==> config.mk <==
export PLATFORM = sky130hd
export DESIGN_NAME = enigmaTop
export DESIGN_NICKNAME = d
export VERILOG_FILES = /design/src/logic/enigmaPkg.sv /design/src/logic/enigmaCtrl.sv /design/src/logic/enigmaTop.sv /design/src/logic/reflectStage.sv /design/src/logic/returnStage.sv /design/src/logic/rotorTable.sv
export VERILOG_INCLUDE_DIRS = /design/src /design/src/logic
export SDC_FILE = /design/constraint.sdc
export NUM_CORES = 1
export LEC_CHECK = 0
export BUFFER_PORTS_ARGS = -buffer_cell sky130_fd_sc_hd__buf_4
export CAP_MARGIN = 15
export CORE_MARGIN = 4
export CORE_UTILIZATION = 30
export DETAILED_ROUTE_END_ITERATION = 7
export SLEW_MARGIN = 20
export SYNTH_ARGS = -nofsm -noshare
export SYNTH_HDL_FRONTEND = slang
export SYNTH_SLANG_ARGS = --single-unit
==> constraint.sdc <==
create_clock -name clk -period 3.2 [get_ports clk]
set_input_delay 0.32 -clock clk [delete_from_list [all_inputs] [get_ports clk]]
set_output_delay 0.32 -clock clk [all_outputs]
set_load 0.02 [all_outputs]
==> src/logic/enigma_macros.svh <==
// Symbol width and alphabet size for the cipher engine.
// Included by the package and by any RTL that sizes tables or reflects values.

`ifndef ENIGMA_MACROS_SVH
`define ENIGMA_MACROS_SVH

`define SYM_BITS 6   // one cipher symbol
`define NUM_SYMS 64  // alphabet size, also rotor depth

`endif

==> src/logic/enigmaPkg.sv <==
// Shared types for the cipher engine.
// Modules take these through a wildcard import in their headers.

`include "enigma_macros.svh"

package enigmaPkg;

    typedef logic [`SYM_BITS-1:0] symbolT;

    // rotor table write, one entry per load cycle
    typedef struct packed {
        logic   en;
        symbolT addr;
        symbolT data;
    } tableWrT;

    // symbol entering the scrambler with its own rotor position
    typedef struct packed {
        logic   valid;
        symbolT sym;
        symbolT pos;
    } lookupReqT;

    // reflector output, position still attached for the return path
    typedef struct packed {
        logic   valid;
        symbolT sym;
        symbolT pos;
    } reflectedT;

endpackage

==> src/logic/enigmaCtrl.sv <==
// Input capture and control for the cipher engine.
// Turns load cycles into table writes and encrypt cycles into scrambler
// requests, each tagged with the rotor position it was sampled at.

module enigmaCtrl
    import enigmaPkg::*;
(
    input  logic      clk,
    input  logic      srst_n,
    input  logic      load,
    input  logic      encrypt,
    input  symbolT    codeIn,
    output tableWrT   tableWr,
    output lookupReqT req
);

    symbolT loadAddr;  // next table entry to fill
    symbolT rotorPos;  // position for the next encrypted symbol

    // ====================
    // capture and counters
    // ====================

    always_ff @(posedge clk) begin
        tableWr.addr <= loadAddr;
        tableWr.data <= codeIn;
        req.sym      <= codeIn;
        req.pos      <= rotorPos;  // position before this symbol steps it

        if (!srst_n) begin
            tableWr.en <= 1'b0;
            req.valid  <= 1'b0;
            loadAddr   <= '0;
            rotorPos   <= '0;
        end else begin
            tableWr.en <= load;
            req.valid  <= encrypt;

            // address restarts as soon as a load burst ends
            if (load) begin
                loadAddr <= loadAddr + 1'b1;
            end else begin
                loadAddr <= '0;
            end

            if (load) begin
                rotorPos <= '0;  // new table, rotor back home
            end else if (encrypt) begin
                rotorPos <= rotorPos + 1'b1;
            end
        end
    end

    // ====================
    // checks
    // ====================

    // the two qualifiers share codeIn, so only one may own a cycle
    loadEncryptExclusive: assert property (
        @(posedge clk) disable iff (!srst_n) !(load && encrypt)
    );

    // a symbol never enters the scrambler while the table is changing
    reqNoWrite: assert property (
        @(posedge clk) disable iff (!srst_n) req.valid |-> !tableWr.en
    );

endmodule

==> src/logic/enigmaTop.sv <==
// Top level of the single-rotor cipher engine.
// Load a 64-entry permutation with load, then stream symbols with encrypt.
// Each result shows on codeOut two clocks after its input was sampled.

module enigmaTop
    import enigmaPkg::*;
(
    input  logic   clk,
    input  logic   srst_n,
    input  logic   load,
    input  logic   encrypt,
    input  symbolT codeIn,
    output symbolT codeOut,
    output logic   codeValid
);

    tableWrT   tableWr;
    lookupReqT req;
    reflectedT refl;
    symbolT    fwdIdx;
    symbolT    fwdVal;
    symbolT    invIdx;
    symbolT    invVal;

    // ====================
    // control
    // ====================

    enigmaCtrl enigmaCtrl_i (
        .clk     (clk),
        .srst_n  (srst_n),
        .load    (load),
        .encrypt (encrypt),
        .codeIn  (codeIn),
        .tableWr (tableWr),
        .req     (req)
    );

    rotorTable rotorTable_i (
        .clk     (clk),
        .tableWr (tableWr),
        .fwdIdx  (fwdIdx),
        .invIdx  (invIdx),
        .fwdVal  (fwdVal),
        .invVal  (invVal)
    );

    // ====================
    // scrambler pipeline
    // ====================

    reflectStage reflectStage_i (
        .clk    (clk),
        .srst_n (srst_n),
        .req    (req),
        .fwdVal (fwdVal),
        .fwdIdx (fwdIdx),
        .refl   (refl)
    );

    returnStage returnStage_i (
        .clk       (clk),
        .srst_n    (srst_n),
        .refl      (refl),
        .invVal    (invVal),
        .invIdx    (invIdx),
        .codeOut   (codeOut),
        .codeValid (codeValid)
    );

endmodule

==> src/logic/reflectStage.sv <==
// First scrambler stage.
// Offsets the symbol by the rotor position, looks it up forward and
// reflects the result before handing it on with its position.

`include "enigma_macros.svh"

module reflectStage
    import enigmaPkg::*;
(
    input  logic      clk,
    input  logic      srst_n,
    input  lookupReqT req,
    input  symbolT    fwdVal,
    output symbolT    fwdIdx,
    output reflectedT refl
);

    symbolT reflected;

    assign fwdIdx    = req.sym + req.pos;                      // wraps mod 64
    assign reflected = symbolT'(`NUM_SYMS - 1) - fwdVal;       // v -> 63 - v

    always_ff @(posedge clk) begin
        refl.sym <= reflected;
        refl.pos <= req.pos;
        if (!srst_n) begin
            refl.valid <= 1'b0;
        end else begin
            refl.valid <= req.valid;
        end
    end

endmodule

==> src/logic/returnStage.sv <==
// Return path of the scrambler.
// Looks up the reflected symbol in the inverse table, removes the rotor
// offset and registers the cipher output.

module returnStage
    import enigmaPkg::*;
(
    input  logic      clk,
    input  logic      srst_n,
    input  reflectedT refl,
    input  symbolT    invVal,
    output symbolT    invIdx,
    output symbolT    codeOut,
    output logic      codeValid
);

    symbolT unshifted;

    assign invIdx    = refl.sym;
    assign unshifted = invVal - refl.pos;  // undo the forward offset, mod 64

    always_ff @(posedge clk) begin
        codeOut <= unshifted;
        if (!srst_n) begin
            codeValid <= 1'b0;
        end else begin
            codeValid <= refl.valid;
        end
    end

    // output qualifier comes out of reset quiet
    validLowAfterReset: assert property (
        @(posedge clk) !srst_n |=> !codeValid
    );

endmodule

==> src/logic/rotorTable.sv <==
// Rotor storage with forward and inverse tables.
// Each write fills the forward entry and the matching inverse entry, so
// both lookups are plain combinational reads.

`include "enigma_macros.svh"

module rotorTable
    import enigmaPkg::*;
(
    input  logic    clk,
    input  tableWrT tableWr,
    input  symbolT  fwdIdx,
    input  symbolT  invIdx,
    output symbolT  fwdVal,
    output symbolT  invVal
);

    symbolT fwdTab [`NUM_SYMS];
    symbolT invTab [`NUM_SYMS];

    always_ff @(posedge clk) begin
        if (tableWr.en) begin
            fwdTab[tableWr.addr] <= tableWr.data;
            invTab[tableWr.data] <= tableWr.addr;  // inverse built on the fly
        end
    end

    assign fwdVal = fwdTab[fwdIdx];
    assign invVal = invTab[invIdx];

    // round trip through both tables lands on the address just written
    inverseMatches: assert property (
        @(posedge clk) tableWr.en |=>
            invTab[fwdTab[$past(tableWr.addr)]] == $past(tableWr.addr)
    );

endmodule

==> reports/metrics.yaml <==
rsz0062_at_grt: "true"
drv_cap: 0
synthFlopType: "edfxtp_1"
grt_max_degree: 77
cts.sinks: 820
drt-total-wl_um: 71300
worst-r2r-setup-slack_ns: -0.01
antenna_left: 0
area_growth_pct: 18.6
synth_edf_count: 768
totalPowerFinal_uw: 24800
ys_types: 50
synth_cells: 1536
fp.dieArea_sq_mm: 0.111
htreeDepth: 3
start_kind: "flip-flop"
maxSlewViolCount: 0
synthTopCellsByArea: "edfxtp_1 72%, mux4_2 15%, dfxtp_1 3.3%"
synth_compound_area_share_pct: 1.50
min_period_ns: 3.21
cts-root-buf: "clkbuf_16"
worst_pin_slew_ns: 0.989
core_sq_mm: 0.105
hold-worst-slack_ns: 0.0428
grt_pass1_vias: 15800
min_period_over_period_pct: 100
syn_area_sq_mm: 0.0318
route.met2.wl_um: 34900
core.rowCount: 119
skew_ns: 0.0500
synth_top_family_by_area: "multiplexers"
clock_latency_ns: 0.67
cellPowerDensity_mw_per_mm2: 656
fmax_ghz: 0.311
failed_checks: "setup timing"
cts_tree: "yes"
setup_violations: 1
clkTransAtPathRegs_ns: 0.06
ys_seq_area_share_pct: 75.7
wl_met1_um: 30600
yosys.area.top_type: "edfxtp_1"
clockBufferDepth: 3
reg2reg_depth: 9
yosys-mux-area-fraction_pct: 16.5
highest_layer: "met5"
place_area_sq_mm: 0.0344
grt_pass1_wl_um: 105000
startpoint: "enigmaCtrl_i.tableWr[0]"
gp_congestion: 0.802
avgSynthCellArea_sq_um: 20.7
worstPathArrival_ns: 3.79
die_h_um: 334
cp_data_required_time_ns: 3.77
grt_usage_pct: 12.6
ys_ff_latch: 820
dp_slack_ns: -0.116
synth_common_cells: "768 x edfxtp_1, 212 x mux4_2, 147 x nor2_1, 52 x dfxtp_1, 51 x nand2_1"
synth-xor-area-share_pct: 0.440
fin_nets: 1718
status: "complete, but fails checks"
drc_errors: 0
fp.dieW_um: 334
peakVddDrop_v: 0.000508
final_util_pct: 35.9
vias: 15400
synth.net_count: 1560
max_slew_margin_pct: 33.6
yosysMostFrequentCell: "edfxtp_1"
path_max_fanout: 8
leakage_uw: 0.0121
grt_overflow: 0
initialDrtViolationCount: 1589
rr_startpoint: "enigmaCtrl_i.tableWr[0]"
viasPerCell: 4.88
report.final.hold_viol_count: 0
synthAdderAreaFrac_pct: 0.598
synth-warning-count: 0
final_area_sq_mm: 0.0378
io_pins: 17
dp_hpwl_um: 44300
synth.top_cell.area_share_pct: 72.5
start_util_pct: 30.2
end_kind: "flip-flop"
numCtsBuffers: 86
fin_ws_ns: -0.0142
hold_path.class: "input pin to flip-flop"
antenna_found_initial: 5
drive_above_1_share_pct: 30.8
synthArstFlopShare_pct: 0
io_buffers: 16
yosys.area_share.simple_pct: 3.88
detail_route.wl_per_cell_um: 22.6
dr.pass1.iters: 7
critPathKind: "flip-flop to flip-flop"
dr_wl_met3_um: 4260
[per-layer routing]
layer / track usage [%] / vias up
met4: 3.47 / 2
met3: 2.42 / 103
li1: - / 6604
met2: 20.2 / 518
met5: 0 / -
met1: 17.5 / 8184
[what timing repair did]
| item | CTS | global route |
|---|---|---|
| gates cloned | 0 | 5 |
| resized for setup | 13 | 20 |
| hold buffers | 10 | 0 |
| pin swaps | 1 | 10 |
| endpoints found under the hold margin | 10 | 0 |
| endpoints found under the setup margin | 5 | 7 |
| buffers inserted | 2 | 6 |
[worst max-delay path: stages, from the launching register on]
cell and delay (ns):
dfxtp_2 0.35, ha_4 0.17, fa_4 0.94, clkbuf_16 0.23
mux4_2 0.35, mux2i_2 0.27, mux2_2 0.22, o22ai_1 0.12
a221oi_2 0.31, buf_4 0.17
[sequential cells by signal (all words and copies together), names as in the netlist, named ones only]
signal / flops
enigmaCtrl_i.rotorPos: 6
reflectStage_i.refl: 7
returnStage_i.codeOut: 6
enigmaCtrl_i.tableWr: 13
rotorTable_i.invTab: 384
returnStage_i.codeValid: 1
rotorTable_i.fwdTab: 384
enigmaCtrl_i.req: 7
enigmaCtrl_i.loadAddr: 6
[how the worst min path moves through the flow]
stage | depth (start not counted) | slack [ns] | end | from
floorplan | 0 | 0.34 | reflectStage_i.refl[0] | enigmaCtrl_i.req[0]
global placement | 0 | 0.35 | enigmaCtrl_i.tableWr[11] | enigmaCtrl_i.loadAddr[5]
detailed placement | 0 | 0.36 | enigmaCtrl_i.tableWr[11] | enigmaCtrl_i.loadAddr[5]
CTS | 3 | 0.01 | enigmaCtrl_i.rotorPos[0] | encrypt
global route | 3 | 0.04 | enigmaCtrl_i.rotorPos[0] | encrypt
finish | 3 | 0.04 | enigmaCtrl_i.rotorPos[0] | encrypt
[stage by stage]
stage | cells | TNS [ns]
4_1_cts | 3148 | 0
3_3_place_gp | 2974 | -0.113
6_report | 3160 | -0.0142
5_1_grt | 3159 | -0.249
2_1_floorplan | 1536 | 0
3_5_place_dp | 2974 | -0.273
[cell type report]
type	count	area, sq um
Inverter	11	41.3
Sequential cell	820	24100
Fill cell	9487	67500
Clock buffer	102	2220
Clock inverter	60	732
Timing Repair Buffer	143	1430
Tap cell	1391	1740
Multi-Input combinational cell	632	7460
Antenna cell	1	2.50
[kinds of logic (layout without fill, tap and decap cells)]
| kind of cell | count (synthesis) | after routing |
|---|---|---|
| compound gates | 67 | 67 |
| xor+xnor | 16 | 16 |
| fa+ha+maj | 14 | 14 |
| buf+inv | 84 | 316 |
| flops | 820 | 820 |
| mux | 257 | 257 |
| other cells | 0 | 1 |
| simple gates | 278 | 278 |
[placed cells by master (no fill, tap or decap), drive strengths merged, types with 11 or more instances in the layout]
| cell type | netlist | final |
|---|---|---|
| nor2 | 147 | 147 |
| mux4 | 212 | 212 |
| nand2 | 51 | 51 |
| a31oi | 14 | 14 |
| a211oi | 14 | 14 |
| buf | 42 | 128 |
| ha | 12 | 12 |
| bufinv | 0 | 11 |
| dfxtp | 52 | 52 |
| mux2i | 32 | 32 |
| mux2 | 13 | 13 |
| clkbuf | 31 | 107 |
| clkinv | 1 | 36 |
| and2 | 19 | 19 |
| edfxtp | 768 | 768 |
| nand3 | 13 | 13 |
| inv | 10 | 17 |
[where the power goes]
| part | internal, uW | leakage, uW | switching (uW) |
|---|---|---|---|
| registers | 11700 | 0.00750 | 115 |
| logic | 1350 | 0.00313 | 1330 |
| clock network | 5970 | 0.00143 | 4270 |
(Power assumes the default switching activity.)
